===== src/verilog/fixed_pkg.sv =====
package fixed_pkg;

  ////////////////////////////////////////////////////////////////////////////
  // Fixed-point format
  ////////////////////////////////////////////////////////////////////////////

  // Signed Q16.16 in 32 bits
  typedef logic signed [31:0] fixed_t;

  // Saturation limits of fixed_t
  localparam fixed_t FIXED_MAX = 32'sh7fff_ffff;
  localparam fixed_t FIXED_MIN = 32'sh8000_0000;

  ////////////////////////////////////////////////////////////////////////////
  // Job control
  ////////////////////////////////////////////////////////////////////////////

  // Operation code of a job
  typedef enum logic {
    FIXED_ADD = 1'b0,
    FIXED_SUB = 1'b1
  } fixed_op_e;

  // Nonzero vector length in elements
  typedef logic [15:0] length_t;

  ////////////////////////////////////////////////////////////////////////////
  // Result payload
  ////////////////////////////////////////////////////////////////////////////

  // Overflow set when the true result was clipped
  typedef struct packed {
    logic   overflow;
    fixed_t value;
  } fixed_result_t;

endpackage


===== src/verilog/scalar_fixed_adder.sv =====
module scalar_fixed_adder
  import fixed_pkg::*;
(
  input  logic          CLK,
  input  logic          RST,

  // Control
  input  logic          START,
  input  fixed_op_e     OPERATION,
  output logic          READY,

  // Data
  input  fixed_t        DATA_A_IN,
  input  fixed_t        DATA_B_IN,
  output fixed_result_t DATA_OUT
);

  ////////////////////////////////////////////////////////////////////////////
  // Signals
  ////////////////////////////////////////////////////////////////////////////

  // One guard bit above the sign
  logic signed [32:0] a_wide;
  logic signed [32:0] b_wide;
  logic signed [32:0] sum_wide;

  logic               sat_pos;
  logic               sat_neg;
  fixed_result_t      result_next;

  ////////////////////////////////////////////////////////////////////////////
  // Arithmetic
  ////////////////////////////////////////////////////////////////////////////

  assign a_wide = {DATA_A_IN[31], DATA_A_IN};
  assign b_wide = {DATA_B_IN[31], DATA_B_IN};

  // Add or subtract in 33 bits without wrap
  assign sum_wide = (OPERATION == FIXED_SUB) ? (a_wide - b_wide) : (a_wide + b_wide);

  // Guard and sign disagree on overflow
  assign sat_pos = ~sum_wide[32] & sum_wide[31];
  assign sat_neg = sum_wide[32] & ~sum_wide[31];

  always_comb begin
    result_next.overflow = sat_pos | sat_neg;
    if (sat_pos) begin
      result_next.value = FIXED_MAX;
    end else if (sat_neg) begin
      result_next.value = FIXED_MIN;
    end else begin
      result_next.value = sum_wide[31:0];
    end
  end

  ////////////////////////////////////////////////////////////////////////////
  // Output registers
  ////////////////////////////////////////////////////////////////////////////

  // Single-cycle READY one cycle after START
  always_ff @(posedge CLK or posedge RST) begin
    if (RST) begin
      READY <= 1'b0;
    end else begin
      READY <= START;
    end
  end

  // Result held until the next START
  always_ff @(posedge CLK) begin
    if (START) begin
      DATA_OUT <= result_next;
    end
  end

endmodule


===== src/verilog/stream_fifo.sv =====
module stream_fifo #(
  parameter int unsigned DEPTH     = 4,
  parameter type         payload_t = logic [31:0]
) (
  input  logic     CLK,
  input  logic     RST,

  // Write side
  input  logic     PUSH,
  input  payload_t PUSH_DATA,
  output logic     FULL,

  // Read side
  input  logic     POP,
  output payload_t POP_DATA,
  output logic     EMPTY
);

  ////////////////////////////////////////////////////////////////////////////
  // Parameters and signals
  ////////////////////////////////////////////////////////////////////////////

  // DEPTH is a power of two of at least 2
  localparam int unsigned ADDR_W = $clog2(DEPTH);

  // Storage
  payload_t          mem [DEPTH];

  // Extra MSB tells full from empty
  logic [ADDR_W:0]   wr_ptr;
  logic [ADDR_W:0]   rd_ptr;

  logic              push_en;
  logic              pop_en;

  ////////////////////////////////////////////////////////////////////////////
  // Status
  ////////////////////////////////////////////////////////////////////////////

  assign EMPTY = (wr_ptr == rd_ptr);
  assign FULL  = (wr_ptr[ADDR_W] != rd_ptr[ADDR_W]) &&
                 (wr_ptr[ADDR_W-1:0] == rd_ptr[ADDR_W-1:0]);

  // Pop only with data present
  assign pop_en  = POP && !EMPTY;

  // Full but popped in the same cycle still takes the write
  assign push_en = PUSH && (!FULL || pop_en);

  ////////////////////////////////////////////////////////////////////////////
  // Pointers
  ////////////////////////////////////////////////////////////////////////////

  always_ff @(posedge CLK or posedge RST) begin
    if (RST) begin
      wr_ptr <= '0;
      rd_ptr <= '0;
    end else begin
      if (push_en) begin
        wr_ptr <= wr_ptr + 1'b1;
      end
      if (pop_en) begin
        rd_ptr <= rd_ptr + 1'b1;
      end
    end
  end

  ////////////////////////////////////////////////////////////////////////////
  // Storage
  ////////////////////////////////////////////////////////////////////////////

  always_ff @(posedge CLK) begin
    if (push_en) begin
      mem[wr_ptr[ADDR_W-1:0]] <= PUSH_DATA;
    end
  end

  // Head entry valid while not empty
  assign POP_DATA = mem[rd_ptr[ADDR_W-1:0]];

endmodule


===== src/verilog/vector_fixed_adder.sv =====
module vector_fixed_adder
  import fixed_pkg::*;
(
  input  logic          CLK,
  input  logic          RST,

  // Job control
  input  logic          START,
  input  fixed_op_e     OPERATION,
  input  length_t       SIZE_IN,
  output logic          BUSY,
  output logic          DONE,

  // Operand FIFO heads
  input  logic          A_EMPTY,
  input  logic          B_EMPTY,
  input  fixed_t        A_DATA,
  input  fixed_t        B_DATA,
  output logic          OPERAND_POP,

  // Result FIFO write side
  input  logic          RESULT_FULL,
  output logic          RESULT_PUSH,
  output fixed_result_t RESULT_DATA
);

  ////////////////////////////////////////////////////////////////////////////
  // Types and signals
  ////////////////////////////////////////////////////////////////////////////

  typedef enum logic [1:0] {
    IDLE    = 2'd0,
    FETCH   = 2'd1,
    COMPUTE = 2'd2,
    STORE   = 2'd3
  } seq_state_e;

  seq_state_e    state;

  // Job parameters latched at START
  length_t       length_q;
  fixed_op_e     operation_q;

  // Index of the element in the adder
  length_t       index_q;
  logic          last_element;

  // Scalar adder hookup
  logic          adder_start;
  logic          adder_ready;
  fixed_result_t adder_result;

  ////////////////////////////////////////////////////////////////////////////
  // Handshakes
  ////////////////////////////////////////////////////////////////////////////

  assign BUSY = (state != IDLE);

  // Both heads popped together
  assign OPERAND_POP = (state == FETCH) && !A_EMPTY && !B_EMPTY;

  // Pair goes into the adder the cycle it leaves the FIFOs
  assign adder_start = OPERAND_POP;

  assign last_element = (index_q == (length_q - length_t'(1)));

  // Push held off by a full result FIFO
  assign RESULT_PUSH = (state == STORE) && !RESULT_FULL;
  assign RESULT_DATA = adder_result;

  // Job end marked with the final push
  assign DONE = RESULT_PUSH && last_element;

  ////////////////////////////////////////////////////////////////////////////
  // Job FSM
  ////////////////////////////////////////////////////////////////////////////

  always_ff @(posedge CLK or posedge RST) begin
    if (RST) begin
      state       <= IDLE;
      length_q    <= '0;
      operation_q <= FIXED_ADD;
      index_q     <= '0;
    end else begin
      case (state)
        IDLE: begin
          // New job only from IDLE
          if (START) begin
            length_q    <= SIZE_IN;
            operation_q <= OPERATION;
            index_q     <= '0;
            state       <= FETCH;
          end
        end
        FETCH: begin
          if (OPERAND_POP) begin
            state <= COMPUTE;
          end
        end
        COMPUTE: begin
          // Result registered in the adder
          if (adder_ready) begin
            state <= STORE;
          end
        end
        STORE: begin
          if (RESULT_PUSH) begin
            if (last_element) begin
              state <= IDLE;
            end else begin
              index_q <= index_q + length_t'(1);
              state   <= FETCH;
            end
          end
        end
        default: begin
          state <= IDLE;
        end
      endcase
    end
  end

  ////////////////////////////////////////////////////////////////////////////
  // Scalar adder
  ////////////////////////////////////////////////////////////////////////////

  scalar_fixed_adder i_scalar_fixed_adder (
    .CLK      (CLK),
    .RST      (RST),
    .START    (adder_start),
    .OPERATION(operation_q),
    .READY    (adder_ready),
    .DATA_A_IN(A_DATA),
    .DATA_B_IN(B_DATA),
    .DATA_OUT (adder_result)
  );

endmodule


===== src/verilog/vector_adder_top.sv =====
module vector_adder_top
  import fixed_pkg::*;
#(
  parameter int unsigned OPERAND_DEPTH = 4,
  parameter int unsigned RESULT_DEPTH  = 4
) (
  input  logic      CLK,
  input  logic      RST,

  // Job control
  input  logic      START,
  input  fixed_op_e OPERATION,
  input  length_t   SIZE_IN,
  output logic      BUSY,
  output logic      DONE,

  // Operand A stream
  input  logic      A_VALID,
  input  fixed_t    A_DATA,
  output logic      A_READY,

  // Operand B stream
  input  logic      B_VALID,
  input  fixed_t    B_DATA,
  output logic      B_READY,

  // Result stream
  output logic      OUT_VALID,
  output fixed_t    OUT_DATA,
  output logic      OUT_OVERFLOW,
  input  logic      OUT_READY
);

  ////////////////////////////////////////////////////////////////////////////
  // Wires
  ////////////////////////////////////////////////////////////////////////////

  logic          a_full;
  logic          a_empty;
  fixed_t        a_head;

  logic          b_full;
  logic          b_empty;
  fixed_t        b_head;

  logic          operand_pop;

  logic          result_full;
  logic          result_empty;
  logic          result_push;
  fixed_result_t result_data;
  fixed_result_t result_head;

  // Ready means room and valid means data
  assign A_READY   = ~a_full;
  assign B_READY   = ~b_full;
  assign OUT_VALID = ~result_empty;

  assign OUT_DATA     = result_head.value;
  assign OUT_OVERFLOW = result_head.overflow;

  ////////////////////////////////////////////////////////////////////////////
  // Operand FIFOs
  ////////////////////////////////////////////////////////////////////////////

  stream_fifo #(
    .DEPTH    (OPERAND_DEPTH),
    .payload_t(fixed_t)
  ) a_fifo (
    .CLK(CLK), .RST(RST),
    .PUSH(A_VALID), .PUSH_DATA(A_DATA), .FULL(a_full),
    .POP(operand_pop), .POP_DATA(a_head), .EMPTY(a_empty)
  );

  stream_fifo #(
    .DEPTH    (OPERAND_DEPTH),
    .payload_t(fixed_t)
  ) b_fifo (
    .CLK(CLK), .RST(RST),
    .PUSH(B_VALID), .PUSH_DATA(B_DATA), .FULL(b_full),
    .POP(operand_pop), .POP_DATA(b_head), .EMPTY(b_empty)
  );

  ////////////////////////////////////////////////////////////////////////////
  // Sequencer and result FIFO
  ////////////////////////////////////////////////////////////////////////////

  vector_fixed_adder i_vector_fixed_adder (
    .CLK(CLK), .RST(RST),
    .START(START), .OPERATION(OPERATION), .SIZE_IN(SIZE_IN),
    .BUSY(BUSY), .DONE(DONE),
    .A_EMPTY(a_empty), .B_EMPTY(b_empty),
    .A_DATA(a_head), .B_DATA(b_head), .OPERAND_POP(operand_pop),
    .RESULT_FULL(result_full), .RESULT_PUSH(result_push),
    .RESULT_DATA(result_data)
  );

  // Pops on each accepted output beat
  stream_fifo #(
    .DEPTH    (RESULT_DEPTH),
    .payload_t(fixed_result_t)
  ) result_fifo (
    .CLK(CLK), .RST(RST),
    .PUSH(result_push), .PUSH_DATA(result_data), .FULL(result_full),
    .POP(OUT_READY), .POP_DATA(result_head), .EMPTY(result_empty)
  );

endmodule


===== config.mk =====
export PLATFORM = sky130hd
export DESIGN_NAME = vector_adder_top
export DESIGN_NICKNAME = d
export VERILOG_FILES = /design/src/verilog/fixed_pkg.sv /design/src/verilog/scalar_fixed_adder.sv /design/src/verilog/stream_fifo.sv /design/src/verilog/vector_fixed_adder.sv /design/src/verilog/vector_adder_top.sv
export SDC_FILE = /design/constraint.sdc
export NUM_CORES = 1
export LEC_CHECK = 0
export BUFFER_PORTS_ARGS = -buffer_cell sky130_fd_sc_hd__buf_4
export CAP_MARGIN = 25
export CORE_UTILIZATION = 57
export CTS_BUF_LIST = sky130_fd_sc_hd__clkbuf_4
export DETAILED_ROUTE_END_ITERATION = 8
export PLACE_DENSITY = 0.84
export SYNTH_ARGS = -nofsm -noshare
export SYNTH_HDL_FRONTEND = slang
export SYNTH_SLANG_ARGS = --single-unit

===== constraint.sdc =====
create_clock -name CLK -period 5.8 [get_ports CLK]
set_input_delay 0.58 -clock CLK [delete_from_list [all_inputs] [get_ports CLK]]
set_output_delay 0.58 -clock CLK [all_outputs]
set_load 0.01 [all_outputs]

# Yosys cells after proc, flatten, opt, wreduce, memory -nomap -nowiden
# Memories as Yosys holds them, arrays and structs flattened.
# Cells that the tools add are included.
classes:
  add_sub_neg: 10
  n_eq_ne: 18
  mux: 18
  n_reduce_logical: 28
  bitwise: 8
ops:
  columns: ["operator", "n"]
  rows:
  - ["$mux W16", 3]
  - ["$add A32 B32 Y33", 1]
  - ["$mux W33", 1]
  - ["$sub A32 B32 Y33", 1]
  - ["$mux W32", 1]
  - ["$pmux W16 S2", 1]
  - ["$add A3 B1 Y3 const B", 6]
  - ["$add A16 B1 Y16 const B", 1]
  - ["$eq A16 B16 Y1", 1]
  - ["$sub A16 B1 Y16 const B", 1]
  - ["$logic_and A1 B1 Y1", 13]
  - ["$eq A3 B3 Y1", 3]
  - ["$mux W2", 4]
  - ["$ne A2 B2 Y1 const B", 4]
  - ["$pmux W2 S4", 1]
  - ["$reduce_and A4 Y1", 2]
  - ["$mux W1", 7]
  - ["$eq A2 B2 Y1", 3]
  - ["$logic_not A1 Y1", 6]
  - ["$not A1 Y1", 5]
  - ["$eq A2 B2 Y1 const B", 2]
  - ["$reduce_bool A2 Y1", 2]
  - ["$logic_or A1 B1 Y1", 3]
  - ["$ne A1 B1 Y1", 3]
  - ["6 further kinds", 7]
totals:
  input_bits: 87
  wordCells: 98
  mem_count: 3
  ram_bits: 388
  out_inout_bits: 38
  register_bits: 87
memory_table:
  columns: ["name", "depth", "width", "rd", "rd_clocked_by_memory_dff", "wr", "line_no", "text"]
  rows:
  - ["result_fifo.mem", 4, 33, 1, 0, 1, "stream_fifo.sv:27", "payload_t mem [DEPTH];"]
  - ["a_fifo.mem", 4, 32, 1, 0, 1, "stream_fifo.sv:27", null]
  - ["b_fifo.mem", 4, 32, 1, 0, 1, "stream_fifo.sv:27", null]

# Logic depth before layout (Yosys ltp)
# Gate-level depths: netlist of run 1.
depth:
  ltp_word: 9
  depth_mapped: 26
  depth_no_buf: 24

# Modules after synthesis
# A second synthesis of run 1 with hierarchy kept.
hier_totals:
  hier_cells: 1333
  area_unflattened_um2: 21653.3
modules_own_cells:
  columns: ["mod", "cells_per_inst", "area_per_inst_um2", "instances", "seq_area_each_um2"]
  rows:
  - ["stream_fifo at a_fifo ...", 204, 5071.1, 2, 3993.8]
  - ["stream_fifo at result_fifo", 209, 5217.5, 1, 4113.9]
  - ["scalar_fixed_adder", 458, 3812.4, 1, 1016.0]
  - ["vector_fixed_adder", 255, 2469.9, 1, 875.8]
  - ["vector_adder_top", 3, 11.3, 1, 0.0]

# Worst setup path after synthesis of run 1
# No wires, ideal clock.
synth_path:
  path_type: "reg2reg"
  startpoint: "register b_fifo.rd_ptr[1]"
  endpoint: "register i_vector_fixed_adder.i_scalar_fixed_adder.DATA_OUT[19] in the netlist's numbering, data pin"
  stages_incl_launch_ff: 24
  n_path_buf: 3
  arrival_time_ns: 5.537
  setup_time_ns: 0.270
  period_less_slack_ns: 5.808
  required_time_ns: 5.530
  slack_ns: -0.008
  cell_sequence: "dfrtp_1 > buf_2 > clkbuf_1 > mux4_2 > nor4_1 > and2b_1 > and2_1 > nor2b_1 > a21oi_1 > xnor2_1 > ha_1 > a2111oi_0 > o21ai_0 > o21a_1 > o311ai_0 > a211oi_1 > nor4_1 > o21ai_0 > a21o_1 > xnor2_1 > ha_1 > clkbuf_1 > nor4_1 > or3b_2"
synth_between:
  elab_chain_len: 6
  word_cells_on_any_way: 9
  classes_between: "add/sub: 2; mux: 2; bitwise: 4; memory: 1"
synth_rtl:
  columns: ["element", "line_no", "text"]
  rows:
  - ["from (decl)", "stream_fifo.sv:31", "logic [ADDR_W:0] rd_ptr;"]
  - ["from (signal assigned)", "stream_fifo.sv:63", "rd_ptr <= rd_ptr + 1'b1;"]
  - ["$mem_v2 Z4 W32 *", null, null]
  - ["$add A32 B32 Y33 or $sub A32 B32 Y33 (tied branches)", "scalar_fixed_adder.sv:39", "assign sum_wide = (OPERATION == FIXED_SUB) ? (a_wide - b_wide) : (a_wide + b_wide);"]
  - ["$mux W33 *", "scalar_fixed_adder.sv:39", null]
  - ["$not A1 Y1", "scalar_fixed_adder.sv:43", "assign sat_neg = sum_wide[32] & ~sum_wide[31];"]
  - ["$and A1 B1 Y1", "scalar_fixed_adder.sv:43", null]
  - ["$mux W32", "scalar_fixed_adder.sv:49", "end else if (sat_neg) begin"]
  - ["to (signal assigned)", "scalar_fixed_adder.sv:72", "DATA_OUT <= result_next;"]
  - ["to (decl)", "scalar_fixed_adder.sv:15", "output fixed_result_t DATA_OUT"]
# Every way passes the cells marked *; elsewhere a longest branch is shown, timed or not.
# A chain may end at the register's enable or synchronous reset.

# Worst setup path after layout of run 1
layout_path:
  startpoint: "register b_fifo.rd_ptr[0]"
  endpoint: "register i_vector_fixed_adder.i_scalar_fixed_adder.DATA_OUT[19] in the netlist's numbering, data pin"
# Same word-level chain as after synthesis.

==> results of run 1 <==
==> metrics by stage <==
stage                     area [sq um]  hold slack [ps]  setup slack, ps  cells  TNS (ps)
after floorplan                  20800              459             19.9   1232         0
after global placement           22700              474             57.2   1856         0
after detailed placement         22700              480             -183   1856     -1570
after CTS                        25000             36.1             28.9   2146         0
after global routing             25200             59.8            -79.8   2151      -139
final                            25200              108              205   2151         0
==> timing repair <==
item / 4_1_cts / 5_1_grt
endpoints found under the setup margin: 28 / 31
setup buffers: 3 / 3
gates resized for setup: 9 / 29
endpoints found under the hold margin: 277 / 0
pin swaps: 2 / 11
hold buffers: 82 / 0
==> critical path, cell delays in order, from the launching register on <==
cell       delay [ps]
dfrtp_2           360
buf_6             140
mux4_2            510
buf_4             170
or3_1             390
nor3_2            220
nand2_1           150
or4_4             440
buf_4             150
nor2_2            170
a21oi_1           110
xnor2_1           240
ha_1              290
a2111oi_1         620
nand2_1           100
o21ai_0           130
a21oi_2            90
xor2_2            240
ha_4              190
inv_1              50
o2111ai_1          70
or3b_2            470
==> final timing paths <==
path                       depth (start not counted)                                end  slack [ps]
max                                               21                          flip-flop         210
min                                                3  result_fifo.rd_ptr[2]$_DFFE_PP0P_         110
max reg2reg                                       21                          flip-flop         210
min reg2reg                                        1  result_fifo.wr_ptr[2]$_DFFE_PP0P_         490
max in group asynchronous                          4       a_fifo.rd_ptr[0]$_DFFE_PP0P_        4630
min in group asynchronous                          4       a_fifo.rd_ptr[1]$_DFFE_PP0P_         590
==> cells by family after synthesis <==
kind of cell               count (synthesis)  share of synthesized area [%]
adders and majority gates                 58                           3.53
muxes                                    121                           11.8
AOI/OAI and AO/OA                        190                           5.91
xor gates and xnor gates                 104                           4.42
buffers and inverters                     78                           1.55
DFF                                      475                           67.4
and+or+nand+nor                          206                           5.37
==> cell type report <==
type                       count  area [sq um]
sequential                   475         14000
fill                        2225         10500
multi-input combinational    679          6600
timing repair buffer         294          2440
clock buffer                 174          1310
tap                          461           577
clock inverter                31           150
inverter                      35           131
antenna                        2          5.00
==> registers in the layout, summed over array words and instances, names as in the netlist, 16 cells and up <==
signal                                              count
a_fifo.mem                                            128
i_vector_fixed_adder.index_q                           16
b_fifo.mem                                            128
i_vector_fixed_adder.i_scalar_fixed_adder.DATA_OUT     33
i_vector_fixed_adder.length_q                          16
result_fifo.mem                                       132
==> metal layers <==
layer,share of wire (%),routed length (microns)
met3,6.5,2930
met1,39,17700
met2,51,22800
met4,3.1,1410
met5,0,0
==> Yosys cell counts, types with 11 or more instances <==
library cell	instances	area, sq um
edfxtp_1	421	12600
mux4_2	97	2180
xnor2_1	60	526
ha_1	57	713
dfrtp_1	54	1350
o21ai_0	53	265
a21oi_1	51	255
nor2_1	50	188
xor2_1	43	377
inv_1	35	131
nand2_1	33	124
clkbuf_1	26	97.6
mux2_2	22	248
nor3_1	15	75.1
and2_1	14	87.6
and3_1	13	81.3
nand3_1	13	65.1
o31ai_1	13	97.6
nor2b_1	11	68.8
o21a_1	11	82.6
==> impl_metrics.env, run 1 <==
export IMPL_cp_end_kind="flip-flop"
export IMPL_h_tree_depth=3
export IMPL_antenna_left=0
export IMPL_clkLatencyLatePin_ps=800
export IMPL_grt_total_usage_pct=25.2
export IMPL_placementRows=69
export IMPL_grt_pass1_wl_mm=69.3
export IMPL_drv_slew=0
export IMPL_syn_num_nets=1377
export IMPL_synth_seq_cells=475
export IMPL_grt_pass1_vias=12900
export IMPL_critPathArrivalTime_ps=6110
export IMPL_tightestPinTransition_ps=949
export IMPL_violations="DRC"
export IMPL_synth_edf_count=421
export IMPL_met2_usage_pct=41.9
export IMPL_synthCells=1232
export IMPL_synthArstFlopShare_pct=11.4
export IMPL_period_share_pct=96.5
export IMPL_gp_congestion=0.938
export IMPL_drc=16
export IMPL_grt_antenna_before_repair=2
export IMPL_status="finished with violations"
export IMPL_hpwlAfterDp_mm=28.5
export IMPL_final_common_cell="edfxtp_1"
export IMPL_die_x_microns=193
export IMPL_ys_warn_count=0
export IMPL_post_synth_cell_area_avg_sq_um=16.9
export IMPL_viasPerCell=5.77
export IMPL_post_route_util_pct=70.5
export IMPL_max_cap_viol_count=0
export IMPL_cts_sinks=475
export IMPL_area_growth_pct=21.4
export IMPL_finClkSkew_ps=57.8
export IMPL_relSlewSlack_pct=36.6
export IMPL_nets=1744
export IMPL_yosysUniqueCellTypes=73
export IMPL_cts_tree="built"
export IMPL_wire_per_inst_microns=20.8
export IMPL_coreArea_sq_mm=0.0357
export IMPL_die_y_microns=193
export IMPL_fin_crit_ps=5590
export IMPL_met1_usage_pct=32.1
export IMPL_drt_iter0_markers=1066
export IMPL_io_pins=125
export IMPL_worstHoldStart="OUT_READY"
export IMPL_reg2reg_from="b_fifo.rd_ptr[0]$_DFFE_PP0P_"
export IMPL_cts_path_max_buffers=3
export IMPL_first_pass_iters=8
export IMPL_die_area_sq_mm=0.0372
export IMPL_clock_root_buffer="clkbuf_4"
export IMPL_critPathKind="flip-flop to flip-flop"
export IMPL_grt_max_degree=55
export IMPL_finalSetupViolations=0
export IMPL_syn_area_sq_mm=0.0208
export IMPL_crit_required_ps=6320
export IMPL_overflow=0
export IMPL_io_buffers=124
export IMPL_crit_fanout=5
export IMPL_numCtsBuffers=114
export IMPL_crit_path_start="b_fifo.rd_ptr[0]$_DFFE_PP0P_"
export IMPL_start_kind="flip-flop"
export IMPL_start_util_pct=58.1
export IMPL_final_cell_mix="421 x edfxtp_1, 207 x buf_4, 174 x clkbuf_4"
export IMPL_drive_above_1_share_pct=33.1
export IMPL_vias=12400
export IMPL_ys_flop_type="edfxtp_1"
export IMPL_met3_usage_pct=4.82
export IMPL_hold_violations=0
export IMPL_max_freq_ghz=0.179
export IMPL_postRouteWirelength_mm=44.8
export IMPL_grt_busiest_layer="met2"
export IMPL_hold_path_class="input port to flip-flop"
export IMPL_clkTransAtPathRegs_ps=70
export IMPL_yosysSeqAreaShare_pct=67.4
Power of run 1 is left out: the tool's default activity adds up to more than one toggle a clock period on the data nets, which glitch-free logic cannot reach.
==> run 2: changes to the inputs <==
Settings changed: SYNTH_HIERARCHICAL from default to 1.
==> impl_metrics.env, run 2 <==
export IMPL_post_synth_cell_area_avg_sq_um=16.2
export IMPL_synthCells=1333
export IMPL_drv_slew=0
export IMPL_max_stage_delay_ps=520
export IMPL_critPathArrivalTime_ps=6200
export IMPL_status="finished, final reports clean"
export IMPL_ys_flop_type="edfxtp_1"
export IMPL_synth_commonest_cells="421 x edfxtp_1, 97 x mux4_2, 66 x xnor2_1, 57 x ha_1, 54 x dfrtp_1"
export IMPL_crit_slowest_cell="mux4_2"
export IMPL_crit_fanout=9
export IMPL_syn_num_nets=1478
export IMPL_die_area_sq_mm=0.0388
export IMPL_synth_area_leaders="edfxtp_1 58%, mux4_2 10%, dfrtp_1 6.2%"
export IMPL_clock_root_buffer="clkbuf_4"
export IMPL_stdcell_area_sq_mm=0.0260
export IMPL_clkTransAtPathRegs_ps=80
export IMPL_ys_warn_count=6
export IMPL_yosysTopAreaCellShare_pct=58.4
export IMPL_io_buffers=124
export IMPL_setup_slack_ps=148
export IMPL_io_pins=125
export IMPL_critPathKind="flip-flop to flip-flop"
export IMPL_final_cell_mix="421 x edfxtp_1, 190 x buf_4, 165 x clkbuf_4"
export IMPL_hpwlAfterDp_mm=31.4
export IMPL_path_cells="buf_4 -> mux4_2 -> inv_1 -> ha_2 -> or4b_4 -> buf_4 -> nor2_1 -> nor2_1 -> xnor2_1 -> ha_1 -> nand4_1 -> o21ai_0 -> or3b_2 -> o211ai_1 -> nand3_1 -> nand3_1 -> nand3b_1 -> xnor2_2 -> ha_4 -> inv_1 -> buf_6 -> nand2_1 -> o311a_1 -> o311ai_0"
export IMPL_antenna_left=0
export IMPL_start_kind="flip-flop"
export IMPL_yosysUniqueCellTypes=87
export IMPL_gp_congestion=0.954
export IMPL_hold_violations=0
export IMPL_viasPerCell=5.86
export IMPL_hold_path_class="input port to flip-flop"
export IMPL_yosysSeqAreaShare_pct=64.6
export IMPL_drt_iter0_markers=1121
export IMPL_h_tree_depth=3
export IMPL_tightestPinTransition_ps=967
export IMPL_grt_pass1_wl_mm=74.8
export IMPL_vias=13400
export IMPL_first_pass_iters=6
export IMPL_period_share_pct=97.4
export IMPL_syn_area_sq_mm=0.0217
export IMPL_fin_crit_ps=5650
export IMPL_drc=0
export IMPL_max_cap_viol_count=0
export IMPL_crit_required_ps=6350
export IMPL_drive_above_1_share_pct=31.7
export IMPL_grt_antenna_before_repair=1
export IMPL_grt_max_degree=37
export IMPL_finalSetupViolations=0
export IMPL_start_util_pct=57.8
export IMPL_synth_edf_count=421
export IMPL_coreArea_sq_mm=0.0375
export IMPL_cts_tree="built"
export IMPL_synthArstFlopShare_pct=11.4
export IMPL_grt_pass1_vias=13700
export IMPL_area_growth_pct=20.1
export IMPL_nets=1818
export IMPL_placementRows=71
export IMPL_cp_end_kind="flip-flop"
export IMPL_pre_cts_ws_ps=-195
export IMPL_synth_largest_area_cell="edfxtp_1"
export IMPL_max_freq_ghz=0.177
export IMPL_die_x_microns=197
export IMPL_final_common_cell="edfxtp_1"
export IMPL_numCtsBuffers=112
export IMPL_relSlewSlack_pct=34.7
export IMPL_cts_path_max_buffers=3
export IMPL_finClkSkew_ps=62.2
export IMPL_synth_seq_cells=475
export IMPL_overflow=0
export IMPL_die_y_microns=197
export IMPL_clkLatencyLatePin_ps=810
export IMPL_largest_register_ffs=132
export IMPL_grt_total_usage_pct=25.6
export IMPL_placed_area_sq_mm=0.0234
export IMPL_postRouteWirelength_mm=48.5
export IMPL_yosysMostFrequentCell="edfxtp_1"
export IMPL_cts_sinks=475
export IMPL_wire_per_inst_microns=21.3
[run 2: changes by cell type after synthesis, moves of 13 or more]
cell / change
buf_2: +15
inv_1: +17
nand2_1: +20
nand3_1: +13
nor3_1: +13
o21ai_0: -13
xor2_1: -24
[run 2: cells by family (layout without fill, tap and decap cells)]
kind of cell | after synthesis | count (layout) | synth area share (%)
DFF | 475 | 475 | 64.6
xor gates and xnor gates | 91 | 91 | 4.20
other | 0 | 1 | 0
muxes | 127 | 127 | 11.6
AOI/OAI and AO/OA | 208 | 208 | 6.84
and+or+nand+nor | 270 | 270 | 7.07
buffers and inverters | 104 | 540 | 2.25
adders and majority gates | 58 | 58 | 3.39
[run 2: final timing paths]
| path | start | end | slack (ps) | cells past startpoint |
|---|---|---|---|---|
| max | b_fifo/rd_ptr[0]$_DFFE_PP0P_ | flip-flop | 150 | 24 |
| min | OUT_READY | result_fifo/rd_ptr[0]$_DFFE_PP0P_ | 110 | 3 |
| max reg2reg | b_fifo/rd_ptr[0]$_DFFE_PP0P_ | flip-flop | 150 | 24 |
| min reg2reg | flip-flop | result_fifo/mem[2][8]$_DFFE_PP_ | 460 | 0 |
| max in group asynchronous | RST | i_vector_fixed_adder/length_q[4]$_DFFE_PP0P_ | 4980 | 4 |
| min in group asynchronous | RST | i_vector_fixed_adder/i_scalar_fixed_adder/READY$_DFF_PP0_ | 220 | 3 |
[run 2: through the flow]
step / hold slack (ps) / util (%) / TNS, ps / cells
after floorplan: 309 / - / 0 / 1333
after global placement: 466 / 62.4 / 0 / 1970
after detailed placement: 476 / 62.4 / -662 / 1970
after CTS: 34.0 / 68.9 / 0 / 2269
after global routing: 75.2 / 69.4 / -498 / 2281
final: 113 / 69.4 / 0 / 2281
[run 2: metal layers]
layer,up-vias,track usage [%],share of wire [%],routed length (microns)
li1,6063,-,-,-
met3,112,5.77,7.3,3550
met2,582,41.4,49,23900
met4,0,11.5,3.6,1750
met5,-,0,0,0
met1,6603,33.3,40,19300
[run 2: cell type report]
cell class,instances,area (sq um)
fillers,2477,11500
inverters,52,195
flip-flops and latches,475,14000
multi-input cells,754,7300
repair buffers,278,2350
well taps,511,639
clock buffers,165,1240
diodes,1,2.50
clock inverters,45,294
[run 2: what timing repair did]
item,4_1_cts,5_1_grt
setup endpoints to repair,8,28
hold buffers,83,0
setup buffers,5,11
pin swaps,0,15
cloned,1,0
resized for setup,4,27
hold endpoints to repair,328,0
[run 2: worst max-delay path: cells and delay by family, from the launching register on]
kind            cells  cell delay, ps
compound gates      4             850
xor+xnor            2             380
fa+ha+maj           3             700
buf+inv             5             650
flops               1             410
mux                 1             520
simple gates        9            1900
Power of run 2 is left out for the same reason.
==> run 3: changes to the inputs <==
Settings changed: CORE_UTILIZATION 57 to 60, PLACE_DENSITY 0.84 to 0.79.
Clock period 5.8 ns to 5.69 ns, I/O delays scaled along.
==> impl_metrics.env, run 3 (synthesis gave the netlist of run 2 again) <==
export IMPL_final_cell_mix="421 x edfxtp_1, 184 x buf_4, 168 x clkbuf_4"
export IMPL_antenna_left=0
export IMPL_critPathArrivalTime_ps=6050
export IMPL_drive_above_1_share_pct=31.4
export IMPL_largest_register_ffs=132
export IMPL_hpwlAfterDp_mm=30.6
export IMPL_grt_max_degree=40
export IMPL_h_tree_depth=3
export IMPL_overflow=0
export IMPL_io_buffers=124
export IMPL_coreArea_sq_mm=0.0356
export IMPL_fill_cells=2207
export IMPL_final_instance_count_excl_fill=2223
export IMPL_crit_required_ps=6290
export IMPL_grt_total_usage_pct=26.4
export IMPL_grt_pass1_wl_mm=72.4
export IMPL_grt_pass1_vias=13300
export IMPL_die_x_microns=192
export IMPL_io_pins=125
export IMPL_fin_setup_tns_ps=0
export IMPL_period_share_pct=95.7
export IMPL_start_kind="flip-flop"
export IMPL_drc=0
export IMPL_cts_sinks=475
export IMPL_tightestPinTransition_ps=851
export IMPL_clkTransAtPathRegs_ps=70
export IMPL_drv_slew=0
export IMPL_placementRows=69
export IMPL_cp_end_kind="flip-flop"
export IMPL_start_util_pct=60.9
export IMPL_vias=13300
export IMPL_hold_violations=0
export IMPL_clkLatencyLatePin_ps=880
export IMPL_finalSetupViolations=0
export IMPL_max_cap_viol_count=0
export IMPL_status="finished, final reports clean"
export IMPL_dp_cells=1925
export IMPL_final_common_cell="edfxtp_1"
export IMPL_hold_path_class="input port to flip-flop"
export IMPL_numCtsBuffers=115
export IMPL_nets=1816
export IMPL_gp_congestion=0.968
export IMPL_finClkSkew_ps=81.1
export IMPL_die_y_microns=192
export IMPL_crit_fanout=12
export IMPL_viasPerCell=5.97
export IMPL_max_freq_ghz=0.184
export IMPL_postRouteWirelength_mm=47.9
export IMPL_fin_crit_ps=5450
export IMPL_die_area_sq_mm=0.0369
export IMPL_placed_area_sq_mm=0.0234
export IMPL_wire_per_inst_microns=21.6
export IMPL_clock_root_buffer="clkbuf_4"
export IMPL_relSlewSlack_pct=42.5
export IMPL_area_growth_pct=19.4
export IMPL_critPathKind="flip-flop to flip-flop"
export IMPL_grt_antenna_before_repair=3
export IMPL_cts_path_max_buffers=3
export IMPL_first_pass_iters=6
export IMPL_stdcell_area_sq_mm=0.0259
export IMPL_cts_tree="built"
export IMPL_drt_iter0_markers=1035
[run 3: timing repair]
action,CTS,global route
gates resized for setup,0,23
setup endpoints to repair,0,31
hold buffers,83,0
buffers inserted,0,6
hold endpoints to repair,328,0
[run 3: per-stage QoR]
stage | util, % | setup slack (ps) | hold slack (ps)
finish | 72.7 | 242 | 73.4
global route | 72.7 | -108 | 4.58
CTS | 72.1 | 15.8 | 18.9
detailed placement | 65.7 | 106 | 471
global placement | 65.7 | 215 | 464
floorplan | - | 57.2 | 298
[run 3: path summary, 6_finish.rpt]
check                                              from                                                        end  slack (ps)  depth (start not counted)
hold / removal                                  B_VALID                               b_fifo/wr_ptr[1]$_DFFE_PP0P_          70                          3
min in group asynchronous                           RST  i_vector_fixed_adder/i_scalar_fixed_adder/READY$_DFF_PP0_         180                          3
hold reg to reg                               flip-flop                           result_fifo/mem[0][17]$_DFFE_PP_         460                          0
setup / recovery           b_fifo/rd_ptr[0]$_DFFE_PP0P_                                                  flip-flop         240                         24
setup reg to reg           b_fifo/rd_ptr[0]$_DFFE_PP0P_                                                  flip-flop         240                         24
max in group asynchronous                           RST              i_vector_fixed_adder/length_q[11]$_DFFE_PP0P_        4890                          4
[run 3: metal layers]
layer / up-vias / wire length (microns) / track usage [%] / part of all wire, %
met3: 92 / 3350 / 6.71 / 7.0
met4: 2 / 1360 / 10.1 / 2.8
li1: 6062 / - / - / -
met5: - / 8 / 0 / 0.017
met2: 549 / 23600 / 41.8 / 49
met1: 6556 / 19700 / 35.4 / 41
[run 3: final cells by class]
type | count | area [sq um] | area share [%]
Clock buffer | 168 | 1260 | 4.88
Clock inverter | 35 | 199 | 0.770
Multi-Input combinational cell | 754 | 7280 | 28.1
Inverter | 52 | 195 | 0.755
Antenna cell | 5 | 12.5 | 0.0484
Tap cell | 461 | 577 | 2.23
Sequential cell | 475 | 14000 | 54.2
Timing Repair Buffer | 273 | 2330 | 9.02
[run 3: worst max-delay path: stages, from the launching register on]
cell      delay, ps
dfrtp_2         440
buf_12          180
buf_16          170
mux4_2          570
or4_1           580
nor3_2          160
and2_1          210
nor3b_1         210
buf_4           160
a21oi_1          70
xnor2_1         140
ha_1            290
buf_4           140
nand3_1         110
nor2_2          170
or3_1           130
nand2_1          70
a311oi_2        320
nand3_2         160
ha_4            220
inv_1           100
buf_6           160
nand2_1          80
o311a_1         280
o311ai_0        100
Power of run 3 is left out for the same reason.
